===== src/cmd_defines.svh =====
`ifndef CMD_DEFINES_SVH
`define CMD_DEFINES_SVH

// ==================================================
// host channel
// ==================================================
// width of one channel byte
`define CMD_BYTE_W 8

// token slots in the receive buffer, also the initial sender credit
`define CMD_BUF_DEPTH 4

// ==================================================
// display parameters
// ==================================================
// offsets with bit 7 set read back as this value
`define OFFSET_LIMIT 128

// payload bytes per multi-byte command
`define DISP_BYTES 2
`define GALVO_BYTES 3

`endif


===== src/cmd_token_pkg.sv =====
`include "cmd_defines.svh"

package cmd_token_pkg;

    // one raw byte of the host channel
    typedef logic [`CMD_BYTE_W-1:0] cmd_byte_t;

    // ==================================================
    // instruction codes
    // ==================================================
    // configuration commands in 0x10..0x4f, control in 0x00..0x0f
    typedef enum logic [`CMD_BYTE_W-1:0] {
        OP_IDLE        = 8'h00,
        OP_ACK         = 8'h01,
        OP_OFFSET_H    = 8'h10,
        OP_OFFSET_V    = 8'h11,
        OP_DISPLAY_CYC = 8'h20,
        OP_START_SEQ   = 8'h30,
        OP_GALVO_X     = 8'h40,
        OP_GALVO_Y     = 8'h41
    } cmd_opcode_e;

    // a token is either an instruction or a data byte
    typedef struct packed {
        logic      is_instr;
        cmd_byte_t payload;
    } cmd_token_t;

endpackage


===== src/cmd_param_pkg.sv =====
`include "cmd_defines.svh"

package cmd_param_pkg;
    import cmd_token_pkg::*;

    // ==================================================
    // parameter field types
    // ==================================================
    typedef logic [`CMD_BYTE_W-1:0]              offset_t;
    typedef logic [`CMD_BYTE_W*`DISP_BYTES-1:0]  disp_cycles_t;
    typedef logic [`CMD_BYTE_W*`GALVO_BYTES-1:0] galvo_t;

    // which parameter a write goes to
    typedef enum logic [2:0] {
        SEL_OFFSET_H,
        SEL_OFFSET_V,
        SEL_DISPLAY,
        SEL_GALVO_X,
        SEL_GALVO_Y
    } param_sel_e;

    // one byte write from the sequencer
    // sign set means data[0] goes to the sign bit of the selected offset
    typedef struct packed {
        logic       valid;
        param_sel_e sel;
        logic [1:0] idx;
        logic       sign;
        cmd_byte_t  data;
    } param_wr_t;

    // full set of display parameters as seen by the scan engine
    typedef struct packed {
        offset_t      offset_h;
        logic         sign_h;
        offset_t      offset_v;
        logic         sign_v;
        disp_cycles_t disp_cycles;
        galvo_t       galvo_x;
        galvo_t       galvo_y;
    } display_params_t;

endpackage


===== src/rx_token_buffer.sv =====
`timescale 1ns/100ps
`include "cmd_defines.svh"

module rx_token_buffer
    import cmd_token_pkg::*;
(
    input  logic       iCLK,
    input  logic       iRST,
    input  cmd_token_t in_token,
    input  logic       in_valid,
    input  logic       pop,
    output cmd_token_t head,
    output logic       head_valid,
    output logic       credit_return
);

    localparam int PTR_W = $clog2(`CMD_BUF_DEPTH);

    cmd_token_t       mem [`CMD_BUF_DEPTH];
    logic [PTR_W-1:0] wr_ptr;
    logic [PTR_W-1:0] rd_ptr;
    logic [PTR_W:0]   count;
    logic             do_pop;

    // circular pointer advance, also correct for depths that are not a power of two
    function automatic logic [PTR_W-1:0] next_ptr(input logic [PTR_W-1:0] ptr);
        return (ptr == PTR_W'(`CMD_BUF_DEPTH - 1)) ? '0 : ptr + 1'b1;
    endfunction

    assign do_pop     = pop && head_valid;
    assign head       = mem[rd_ptr];
    assign head_valid = (count != '0);

    // the sender's credit keeps occupancy within depth, so no full check here
    always_ff @(posedge iCLK) begin
        if (in_valid) begin
            mem[wr_ptr] <= in_token;
        end
    end

    always_ff @(posedge iCLK or posedge iRST) begin
        if (iRST) begin
            wr_ptr        <= '0;
            rd_ptr        <= '0;
            count         <= '0;
            credit_return <= 1'b0;
        end else begin
            if (in_valid) begin
                wr_ptr <= next_ptr(wr_ptr);
            end
            if (do_pop) begin
                rd_ptr <= next_ptr(rd_ptr);
            end
            case ({in_valid, do_pop})
                2'b10:   count <= count + 1'b1;
                2'b01:   count <= count - 1'b1;
                default: count <= count;
            endcase
            // one credit back per token handed on
            credit_return <= do_pop;
        end
    end

endmodule


===== src/cmd_sequencer.sv =====
`timescale 1ns/100ps
`include "cmd_defines.svh"

module cmd_sequencer
    import cmd_token_pkg::*;
    import cmd_param_pkg::*;
(
    input  logic       iCLK,
    input  logic       iRST,
    input  cmd_token_t head,
    input  logic       head_valid,
    output logic       pop,
    output param_wr_t  param_wr,
    output logic       seq_trigger,
    output logic       error
);

    typedef enum logic [2:0] {
        ST_IDLE,
        ST_ERROR,
        ST_WAIT_ACK,
        ST_OFFSET_NUM,
        ST_OFFSET_SIGN,
        ST_DISPLAY_BYTE,
        ST_GALVO_BYTE
    } seq_state_e;

    seq_state_e  state;
    seq_state_e  state_next;
    seq_state_e  payload_exit;
    param_sel_e  sel_q;
    param_sel_e  sel_next;
    logic [1:0]  idx_q;
    logic [1:0]  idx_next;
    param_wr_t   wr_next;
    logic        trig_next;
    cmd_opcode_e opcode;
    logic        is_instr;
    logic        is_data;

    // every state takes the head, so the buffer never waits on us
    assign pop      = head_valid;
    assign opcode   = cmd_opcode_e'(head.payload);
    assign is_instr = head_valid && head.is_instr;
    assign is_data  = head_valid && !head.is_instr;
    assign error    = (state == ST_ERROR);

    // an instruction in the middle of a payload: IDLE aborts, anything else is a violation
    assign payload_exit = (opcode == OP_IDLE) ? ST_IDLE : ST_ERROR;

    // ==================================================
    // next state and write decode
    // ==================================================
    always_comb begin
        state_next   = state;
        sel_next     = sel_q;
        idx_next     = idx_q;
        trig_next    = 1'b0;
        wr_next      = '0;
        wr_next.sel  = sel_q;
        wr_next.idx  = idx_q;
        wr_next.data = head.payload;

        case (state)
            // data tokens fall through here and are dropped
            ST_IDLE, ST_ERROR: begin
                if (is_instr) begin
                    idx_next = '0;
                    case (opcode)
                        OP_IDLE, OP_ACK: state_next = ST_IDLE;
                        OP_OFFSET_H: begin
                            sel_next   = SEL_OFFSET_H;
                            state_next = ST_OFFSET_NUM;
                        end
                        OP_OFFSET_V: begin
                            sel_next   = SEL_OFFSET_V;
                            state_next = ST_OFFSET_NUM;
                        end
                        OP_DISPLAY_CYC: begin
                            sel_next   = SEL_DISPLAY;
                            state_next = ST_DISPLAY_BYTE;
                        end
                        OP_GALVO_X: begin
                            sel_next   = SEL_GALVO_X;
                            state_next = ST_GALVO_BYTE;
                        end
                        OP_GALVO_Y: begin
                            sel_next   = SEL_GALVO_Y;
                            state_next = ST_GALVO_BYTE;
                        end
                        OP_START_SEQ: begin
                            trig_next  = 1'b1;
                            state_next = ST_WAIT_ACK;
                        end
                        default: state_next = ST_ERROR;
                    endcase
                end
            end

            ST_WAIT_ACK: begin
                if (head_valid) begin
                    state_next = (is_instr && opcode == OP_ACK) ? ST_IDLE : ST_ERROR;
                end
            end

            ST_OFFSET_NUM: begin
                if (is_instr) begin
                    state_next = payload_exit;
                end else if (is_data) begin
                    wr_next.valid = 1'b1;
                    state_next    = ST_OFFSET_SIGN;
                end
            end

            ST_OFFSET_SIGN: begin
                if (is_instr) begin
                    state_next = payload_exit;
                end else if (is_data) begin
                    wr_next.valid = 1'b1;
                    wr_next.sign  = 1'b1;
                    state_next    = ST_WAIT_ACK;
                end
            end

            // bytes arrive low first
            ST_DISPLAY_BYTE: begin
                if (is_instr) begin
                    state_next = payload_exit;
                end else if (is_data) begin
                    wr_next.valid = 1'b1;
                    if (idx_q == 2'(`DISP_BYTES - 1)) begin
                        state_next = ST_WAIT_ACK;
                    end else begin
                        idx_next = idx_q + 1'b1;
                    end
                end
            end

            ST_GALVO_BYTE: begin
                if (is_instr) begin
                    state_next = payload_exit;
                end else if (is_data) begin
                    wr_next.valid = 1'b1;
                    if (idx_q == 2'(`GALVO_BYTES - 1)) begin
                        state_next = ST_WAIT_ACK;
                    end else begin
                        idx_next = idx_q + 1'b1;
                    end
                end
            end

            default: state_next = ST_IDLE;
        endcase
    end

    // write strobe and trigger leave one cycle after the token is taken
    always_ff @(posedge iCLK or posedge iRST) begin
        if (iRST) begin
            state       <= ST_IDLE;
            sel_q       <= SEL_OFFSET_H;
            idx_q       <= '0;
            param_wr    <= '0;
            seq_trigger <= 1'b0;
        end else begin
            state       <= state_next;
            sel_q       <= sel_next;
            idx_q       <= idx_next;
            param_wr    <= wr_next;
            seq_trigger <= trig_next;
        end
    end

endmodule


===== src/param_registers.sv =====
`timescale 1ns/100ps
`include "cmd_defines.svh"

module param_registers
    import cmd_param_pkg::*;
(
    input  logic            iCLK,
    input  logic            iRST,
    input  param_wr_t       param_wr,
    output display_params_t params
);

    offset_t      off_h;
    offset_t      off_v;
    logic         sgn_h;
    logic         sgn_v;
    disp_cycles_t disp;
    galvo_t       galvo_x;
    galvo_t       galvo_y;

    // magnitudes with the top bit set saturate at the limit
    function automatic offset_t clamp_offset(input offset_t v);
        return v[$bits(offset_t)-1] ? offset_t'(`OFFSET_LIMIT) : v;
    endfunction

    // ==================================================
    // byte-wise register writes
    // ==================================================
    always_ff @(posedge iCLK or posedge iRST) begin
        if (iRST) begin
            off_h   <= '0;
            off_v   <= '0;
            sgn_h   <= 1'b0;
            sgn_v   <= 1'b0;
            disp    <= '0;
            galvo_x <= '0;
            galvo_y <= '0;
        end else if (param_wr.valid) begin
            case (param_wr.sel)
                SEL_OFFSET_H: begin
                    if (param_wr.sign) begin
                        sgn_h <= param_wr.data[0];
                    end else begin
                        off_h <= param_wr.data;
                    end
                end
                SEL_OFFSET_V: begin
                    if (param_wr.sign) begin
                        sgn_v <= param_wr.data[0];
                    end else begin
                        off_v <= param_wr.data;
                    end
                end
                SEL_DISPLAY: disp[param_wr.idx*`CMD_BYTE_W +: `CMD_BYTE_W] <= param_wr.data;
                SEL_GALVO_X: galvo_x[param_wr.idx*`CMD_BYTE_W +: `CMD_BYTE_W] <= param_wr.data;
                SEL_GALVO_Y: galvo_y[param_wr.idx*`CMD_BYTE_W +: `CMD_BYTE_W] <= param_wr.data;
                default: ;
            endcase
        end
    end

    always_comb begin
        params.offset_h    = clamp_offset(off_h);
        params.sign_h      = sgn_h;
        params.offset_v    = clamp_offset(off_v);
        params.sign_v      = sgn_v;
        params.disp_cycles = disp;
        params.galvo_x     = galvo_x;
        params.galvo_y     = galvo_y;
    end

endmodule


===== src/cmd_decoder_top.sv =====
`timescale 1ns/100ps

module cmd_decoder_top
    import cmd_token_pkg::*;
    import cmd_param_pkg::*;
(
    input  logic            iCLK,
    input  logic            iRST,
    input  cmd_token_t      in_token,
    input  logic            in_valid,
    output logic            credit_return,
    output display_params_t params,
    output logic            seq_trigger,
    output logic            error
);

    cmd_token_t head;
    logic       head_valid;
    logic       pop;
    param_wr_t  param_wr;

    // token buffer, returns host credits
    rx_token_buffer u_buffer (
        .iCLK          (iCLK),
        .iRST          (iRST),
        .in_token      (in_token),
        .in_valid      (in_valid),
        .pop           (pop),
        .head          (head),
        .head_valid    (head_valid),
        .credit_return (credit_return)
    );

    cmd_sequencer u_sequencer (
        .iCLK        (iCLK),
        .iRST        (iRST),
        .head        (head),
        .head_valid  (head_valid),
        .pop         (pop),
        .param_wr    (param_wr),
        .seq_trigger (seq_trigger),
        .error       (error)
    );

    param_registers u_registers (
        .iCLK     (iCLK),
        .iRST     (iRST),
        .param_wr (param_wr),
        .params   (params)
    );

endmodule


===== config.mk =====
export PLATFORM = sky130hd
export DESIGN_NAME = cmd_decoder_top
export DESIGN_NICKNAME = d
export VERILOG_FILES = /design/src/cmd_token_pkg.sv /design/src/cmd_param_pkg.sv /design/src/rx_token_buffer.sv /design/src/cmd_sequencer.sv /design/src/param_registers.sv /design/src/cmd_decoder_top.sv
export VERILOG_INCLUDE_DIRS = /design/src
export SDC_FILE = /design/constraint.sdc
export NUM_CORES = 1
export LEC_CHECK = 0
export ABC_AREA = 1
export ABC_CLOCK_PERIOD_IN_PS = 4300
export BUFFER_PORTS_ARGS = -buffer_cell sky130_fd_sc_hd__buf_2
export CAP_MARGIN = 20
export CELL_PAD_IN_SITES_DETAIL_PLACEMENT = 1
export CELL_PAD_IN_SITES_GLOBAL_PLACEMENT = 2
export CORE_UTILIZATION = 36
export DETAILED_ROUTE_END_ITERATION = 8
export MAX_ROUTING_LAYER = met4
export PLACE_DENSITY_LB_ADDON = 0.05
export SYNTH_ARGS = -nofsm -noshare
export SYNTH_HDL_FRONTEND = slang
export SYNTH_SLANG_ARGS = --single-unit

===== constraint.sdc =====
create_clock -name iCLK -period 4.3 [get_ports iCLK]
set_input_delay 0.86 -clock iCLK [delete_from_list [all_inputs] [get_ports iCLK]]
set_output_delay 0.86 -clock iCLK [all_outputs]
set_load 0.01 [all_outputs]

==> results by group, run 1 <==
Timing
  – Worst slew pin tran: 0.675 ns
  – Final hold vios: 0
  – Fin. max-slew vios: 0
  – RSZ-0062 raised after global routing: false
  – Finish-stage setup viols: 0
  – Tmin final: 2.40 ns
  – WHS: 0.334 ns
  – Setup TNS Final: 0 ns
  – Peak Freq: 416 MHz
  – Crit share post-route: 55.9%
  – Clock Skews: 0.00999 ns
  – Max transition margin: 54.9%

Logic synthesis
  – Post-synth design cell area: 6500 um^2
  – Synth top area share: 43.9%
  – Cells after Synth: 638
  – Post-Syn Nets: 663
  – Synth area leaders: dfrtp_1 (44%), edfxtp_1 (17%), nand2_1 (9.1%), mux2_2 (5.2%), o21ai_0 (3.9%)
  – FF+latch count, synth: 150
  – Yosys cell types: 33
  – Sequential-to-total area share from yosys stat: 60.5%
  – Cell taking the most area after synthesis: dfrtp_1
  – Average cell area after synthesis: 10.2 um^2
  – EDFF count, synth: 36
  – Share of synthesized registers carrying an async set or reset: 76.0%
  – Ys Warns: 0
  – Top_reg_cell synth: dfrtp_1

Clocking
  – H-tree Lvls: 4
  – CTS Sinks: 150
  – Post_cts resized: 0
  – Hold-fix buffers, CTS: 0
  – Setup bufs post-CTS: 0
  – CTS tree: built
  – Clock Pin Slew Worst Setup and Hold Paths: 0.06 ns
  – CTS Buffer Depth: 2
  – Root Driver: clkbuf_16
  – Worst-skew pair later-pin latency: 0.42 ns
  – Num CTS Buffers: 17

Hold path
  – Min-delay worst type: in -> async

Routing
  – DRC Markers: 0
  – WL final: 15500 um
  – Wire per inst: 15.9 um
  – Via count: 4628
  – Vias/cell: 4.75
  – Detail Route Antenna Nets: 0
  – 1st-pass router iterations: 6
  – DRT iter0 DRCs: 130

Placed design
  – Placed Cells: 942
  – PortBufs: 96
  – Placed wire-length estimate: 11400 um
  – RePlAce Congestion: 0.754

Setup path
  – Worst R2R End: u_registers.galvo_x[3]$_DFFE_PP0P_
  – CP max-delay cell: nor3_1
  – Setup CP Type: reg -> reg
  – Crit start category: register
  – Reg2reg start: u_sequencer.param_wr[9]$_DFF_PP0_
  – Worst path arrival time: 2.73 ns
  – Bufs and invs on worst path: 2
  – CP Cell Sequence: clkinv_1 -> ha_1 -> nor3_1 -> buf_2 -> nand2_1 -> o21ai_0
  – CP peak stage delay: 0.55 ns
  – Worst setup EP type: register
  – CP max FO: 12
  – Reg2reg setup slack: 1.90 ns
  – Crit path required time: 4.62 ns
  – CP startpoint: u_sequencer.param_wr[9]$_DFF_PP0_
  – Reg2reg path depth: 6
  – Cell family with the largest share of critical-path delay: simple AND/OR/NAND/NOR gates

Layout
  – Post-route insts no fill: 975
  – Commonest cells after routing, fill and taps aside: nand2_1 (157), dfrtp_1 (114), buf_2 (97), inv_1 (63), o21ai_0 (51)
  – ANT cells: 0
  – Layout area overhead: 19.2%
  – Share of layout cells above drive strength 1: 27.6%
  – Layout Nets: 762
  – Commonest non-fill, non-tap cell in the layout: nand2_1

Job
  – # Max-Cap Violations: 0

Pwr
  – VDD IR-drop max: 326 uV
  – Lkg Pwr: 0.00385 uW
  – PwrDens: 616 nW/um^2

Floorplan
  – I/O pin cnt: 97
  – Die X: 136 um
  – Row count: 48
  – Starting density of the core: 37.2%
  – Die area: 18600 um^2
  – Core area: 17500 um^2
  – Die Span Y: 136 um

Global routing
  – Overflow after GRT: 0
  – Number of global-route vias before repair: 4846
  – Largest net degree at the start of global routing: 77
  – First-pass GRT wire length: 25500 um
  – Initial antenna violation count: 0
  – Total GRT Usage: 18.8%

Run status
  – Status: finished, final reports clean
sequential cells by signal (all words and copies together) (netlist names):
register / flops
u_buffer.mem: 36
u_registers.galvo_x: 24
u_registers.galvo_y: 24
u_registers.disp: 16
u_sequencer.param_wr: 15
u_registers.off_h: 8
u_registers.off_v: 8
u_buffer.count: 3
u_sequencer.sel_q: 3
u_sequencer.state: 3
u_buffer.rd_ptr: 2
u_buffer.wr_ptr: 2
u_sequencer.idx_q: 2
u_buffer.credit_return: 1
u_registers.sgn_h: 1
u_registers.sgn_v: 1
u_sequencer.seq_trigger: 1
final cells by class:
type	count	area [um^2]
inverters	71	269
flip-flops and latches	150	3930
repair buffers	100	541
clock buffers	17	425
fillers	2024	9730
multi-input cells	397	2170
well taps	225	282
clock inverters	15	128
routing by layer:
layer  up-vias  part of all wire [%]  global-route usage [%]
met5         -                     0                       -
met4         0                   1.4                    5.93
met3        14                   2.7                    4.06
met2        68                    53                    32.6
met1      2301                    43                    21.6
li1       2245                     -                       -
report_power, final:
part | switching, uW | internal [uW] | leakage, uW
Clock | 600 | 795 | 0.000258
Combinational | 974 | 444 | 0.00172
Sequential | 231 | 1730 | 0.00187
Total | 1810 | 2970 | 0.00385
cells by family (layout without fill, tap and decap cells):
family          after synthesis  in the layout  share of synthesized area, %
compound gates               72             72                          5.93
mux                          30             30                          5.19
buf+inv                      91            203                          6.10
fa+ha+maj                    13             13                          2.62
simple gates                280            280                          19.4
xor+xnor                      2              2                         0.269
flops                       150            150                          60.5
worst max-delay path by stage:
stage	to	cells past startpoint
2_1_floorplan	u_buffer.count[0]$_DFFE_PP0P_	1
3_3_place_gp	u_registers.galvo_x[6]$_DFFE_PP0P_	5
3_5_place_dp	u_registers.galvo_x[3]$_DFFE_PP0P_	6
4_1_cts	u_registers.galvo_x[3]$_DFFE_PP0P_	6
5_1_grt	u_registers.disp[7]$_DFFE_PP0P_	6
6_report	u_registers.galvo_x[3]$_DFFE_PP0P_	6
per-stage QoR:
stage	util, %	power (uW)	instance area, um^2	worst slack (ns)
2_1_floorplan	-	3000	6500	0.424
5_1_grt	44.4	5140	7750	1.67
4_1_cts	44.2	4860	7720	1.84
3_3_place_gp	41.0	3380	7170	1.64
3_5_place_dp	41.0	3450	7170	1.84
6_report	44.4	4780	7750	1.90
synthesized netlist by cell type, types with 4 or more instances:
library cell	n
nand2_1	157
dfrtp_1	114
inv_1	64
o21ai_0	51
nor2_1	46
edfxtp_1	36
mux2_2	30
nand3_1	23
nand2_2	20
ha_1	12
clkbuf_1	10
nor2_2	9
nand3_2	7
nor3_1	7
o31ai_1	7
buf_4	6
o21ai_1	6
a21oi_1	5
inv_2	5
nand4_1	4
worst reg2reg max path: cells and delay by family (launching register included):
kind,cells,cell delay (ns)
AOI/OAI and AO/OA,1,0.19
adders and majority gates,1,0.50
buffers and inverters,2,0.59
DFF,1,0.38
and+or+nand+nor,2,0.64
Note: power is estimated with default switching activity, not from simulation.
==> inputs of run 2 (changes only) <==
- ABC_CLOCK_PERIOD_IN_PS: 4300 -> 2500
- clock period: 4.3 -> 2.5 ns (I/O delays scaled with it)
==> run 2 against run 1 <==
Worst hold slack got worse by 0.26 ns. Worst setup slack lost 1.5 ns. Highest routed layer unchanged. Sequential cell count did not move. Combinational power is 77% higher.
==> results by group, run 2 (synthesis gave the netlist of run 1 again) <==
Hold path
  – Min-delay worst type: in -> async

Global routing
  – First-pass GRT wire length: 26200 um (+2.8%)
  – Initial antenna violation count: 0 (unchanged)
  – Number of global-route vias before repair: 4971 (+2.6%)
  – Largest net degree at the start of global routing: 51 (-34%)
  – Overflow after GRT: 0 (unchanged)
  – Total GRT Usage: 19.1% (+0.34 points)

Setup path
  – CP max-delay cell: ha_1
  – Worst setup EP type: register
  – Reg2reg path depth: 6 (unchanged)
  – Reg2reg start: u_sequencer.param_wr[9]$_DFF_PP0_
  – Critical Path Sink: u_registers.galvo_x[2]$_DFFE_PP0P_
  – Crit start category: register
  – CP startpoint: u_sequencer.param_wr[9]$_DFF_PP0_
  – Crit path required time: 2.83 ns (-1.79 ns)
  – Worst path arrival time: 2.46 ns (-0.27 ns)
  – Setup CP Type: reg -> reg
  – Worst R2R End: u_registers.galvo_x[2]$_DFFE_PP0P_
  – Reg2reg setup slack: 0.37 ns (-1.53 ns)
  – CP peak stage delay: 0.52 ns (-0.03 ns)
  – CP Cell Sequence: clkinv_1 -> ha_1 -> nor3_1 -> buf_4 -> nand2_1 -> o21ai_0
  – CP max FO: 12 (unchanged)

Layout
  – Commonest cells after routing, fill and taps aside: nand2_1 (157), dfrtp_1 (114), buf_2 (96), inv_1 (63), o21ai_0 (51)
  – Layout Nets: 766 (+0.52%)
  – ANT cells: 0 (unchanged)
  – Storage element area: 3930 um^2 (unchanged)
  – Max reg flops: 36 (unchanged)
  – Share of layout cells above drive strength 1: 27.9% (+0.25 points)
  – Fillcell total: 1978 (-2.3%)
  – Commonest non-fill, non-tap cell in the layout: nand2_1
  – Multi-input combinational cell area: 2170 um^2 (unchanged)
  – Largest registers: u_buffer.mem x36, u_registers.galvo_x x24, u_registers.galvo_y x24
  – Layout area overhead: 19.7%
  – Biggest register: u_buffer.mem

Timing
  – Setup TNS Final: 0 ns (unchanged)
  – Clock Skews: 0.00842 ns (-0.00158 ns)
  – RSZ-0062 raised after global routing: false
  – Final setup margin: 0.371 ns (-1.53 ns)
  – Fin. max-slew vios: 0 (unchanged)
  – Tmin final: 2.13 ns (-0.273 ns)
  – Max transition margin: 62.5% (+7.7 points)
  – Peak Freq: 470 MHz (+13%)
  – Finish-stage setup viols: 0 (unchanged)
  – Crit share post-route: 85.2% (+29 points)
  – Final hold vios: 0 (unchanged)
  – Worst slew pin tran: 0.561 ns (-0.114 ns)

Pwr
  – Clock power frac: 30.0% (+0.8 points)
  – Lkg Pwr: 0.00388 uW (+0.76%)
  – Logic pwr share: 30.0% (+0.3 points)
  – PwrDens: 1070 nW/um^2 (+74%)
  – Sw Ratio: 37.0% (-0.76 points)
  – VDD IR-drop max: 531 uV (+63%)
  – NetSw: 3100 uW (+72%)
  – Flop pwr share: 40.0% (-1.1 points)
  – P_int: 5260 uW (+77%)

Clocking
  – Worst-skew pair later-pin latency: 0.42 ns (about the same)
  – CTS Buffer Depth: 2 (unchanged)
  – Post_cts resized: 0 (unchanged)
  – H-tree Lvls: 4 (unchanged)
  – Num CTS Buffers: 17 (unchanged)
  – Hold-fix buffers, CTS: 0 (unchanged)
  – Clock Pin Slew Worst Setup and Hold Paths: 0.06 ns (about the same)
  – CTS Sinks: 150 (unchanged)
  – CTS tree: built
  – Root Driver: clkbuf_16
  – Setup bufs post-CTS: 0 (unchanged)

Routing
  – Wire per inst: 15.9 um (about the same)
  – 1st-pass router iterations: 4 (-2)
  – DRT iter0 DRCs: 119 (-8.5%)
  – Detail Route Antenna Nets: 0 (unchanged)
  – Via count: 4650 (+0.48%)
  – DRC Markers: 0 (unchanged)
  – Vias/cell: 4.75 (about the same)
  – WL final: 15500 um (+0.38%)

Floorplan
  – Die X: 136 um (unchanged)
  – I/O pin cnt: 97 (unchanged)
  – Die Span Y: 136 um (unchanged)
  – Starting density of the core: 37.2% (unchanged)
  – Die area: 18600 um^2 (unchanged)
  – Core area: 17500 um^2 (unchanged)
  – Row count: 48 (unchanged)

Job
  – # Max-Cap Violations: 0 (unchanged)

Placed design
  – Setup WS pre-CTS: 0.337 ns (-1.51 ns)
  – RePlAce Congestion: 0.770 (+2.2%)
  – Placed wire-length estimate: 11500 um (+1.4%)
  – PortBufs: 96 (unchanged)

Run status
  – Status: finished, final reports clean
-- run 2: cell types whose count changed in the layout (fill, tap and decap cells not counted), sizes merged --
| cell | previous run | this run |
|---|---|---|
| clkbuf | 17 | 21 |
| buf | 100 | 104 |
| bufinv | 1 | 2 |
| clkinv | 7 | 5 |
| clkinvlp | 5 | 3 |
| inv | 73 | 72 |
-- run 2: worst max-delay path, delay by kind of cell (launching register included) --
family / cells / cell delay, ns
fa+ha+maj: 1 / 0.52
simple gates: 2 / 0.43
compound gates: 1 / 0.19
buf+inv: 2 / 0.51
flops: 1 / 0.38
-- run 2: per-stage QoR --
stage	total power [uW]	std cells	instance area [um^2]	utilization (%)	hold slack (ns)
3_3_place_gp	5870	947	7210	41.3	0.363
6_report	8360	979	7790	44.6	0.0756
3_5_place_dp	5950	947	7210	41.3	0.365
4_1_cts	8500	979	7790	44.6	0.0712
2_1_floorplan	5160	638	6510	-	0.354
5_1_grt	8990	979	7790	44.6	0.0879
-- run 2: cell type report --
| class | instances | share of cell area, % |
|---|---|---|
| clock inverters | 11 | 1.59 |
| clock buffers | 21 | 5.78 |
| flip-flops and latches | 150 | 50.5 |
| inverters | 71 | 3.47 |
| multi-input cells | 397 | 27.9 |
| repair buffers | 104 | 7.10 |
| well taps | 225 | 3.62 |
-- run 2: power by group through the flow --
| stage | clock, uW | combinational, uW | sequential [uW] |
|---|---|---|---|
| after floorplan | 0 | 1890 | 3270 |
| after global placement | 0 | 2500 | 3370 |
| after detailed placement | 0 | 2560 | 3400 |
| after CTS | 2570 | 2580 | 3350 |
| after global routing | 2660 | 2910 | 3410 |
| final | 2510 | 2510 | 3340 |
-- run 2: worst min-delay path by stage --
stage / slack (ns) / from / end / depth (start not counted)
5_1_grt: 0.09 / iRST / u_registers.disp[2]$_DFFE_PP0P_ / 2
2_1_floorplan: 0.35 / u_sequencer.sel_q[0]$_DFFE_PP0P_ / u_sequencer.param_wr[11]$_DFF_PP0_ / 0
4_1_cts: 0.07 / iRST / u_registers.galvo_x[2]$_DFFE_PP0P_ / 2
6_report: 0.08 / iRST / u_registers.galvo_x[2]$_DFFE_PP0P_ / 2
3_3_place_gp: 0.36 / u_sequencer.sel_q[0]$_DFFE_PP0P_ / u_sequencer.param_wr[11]$_DFF_PP0_ / 0
3_5_place_dp: 0.36 / u_sequencer.sel_q[0]$_DFFE_PP0P_ / u_sequencer.param_wr[11]$_DFF_PP0_ / 0
-- run 2: metal layers --
metal	global-route usage [%]	vias up	wire length, um
met3	4.14	14	411
met5	-	-	0
met4	5.37	0	176
li1	-	2262	-
met2	32.6	64	8110
met1	22.7	2310	6830
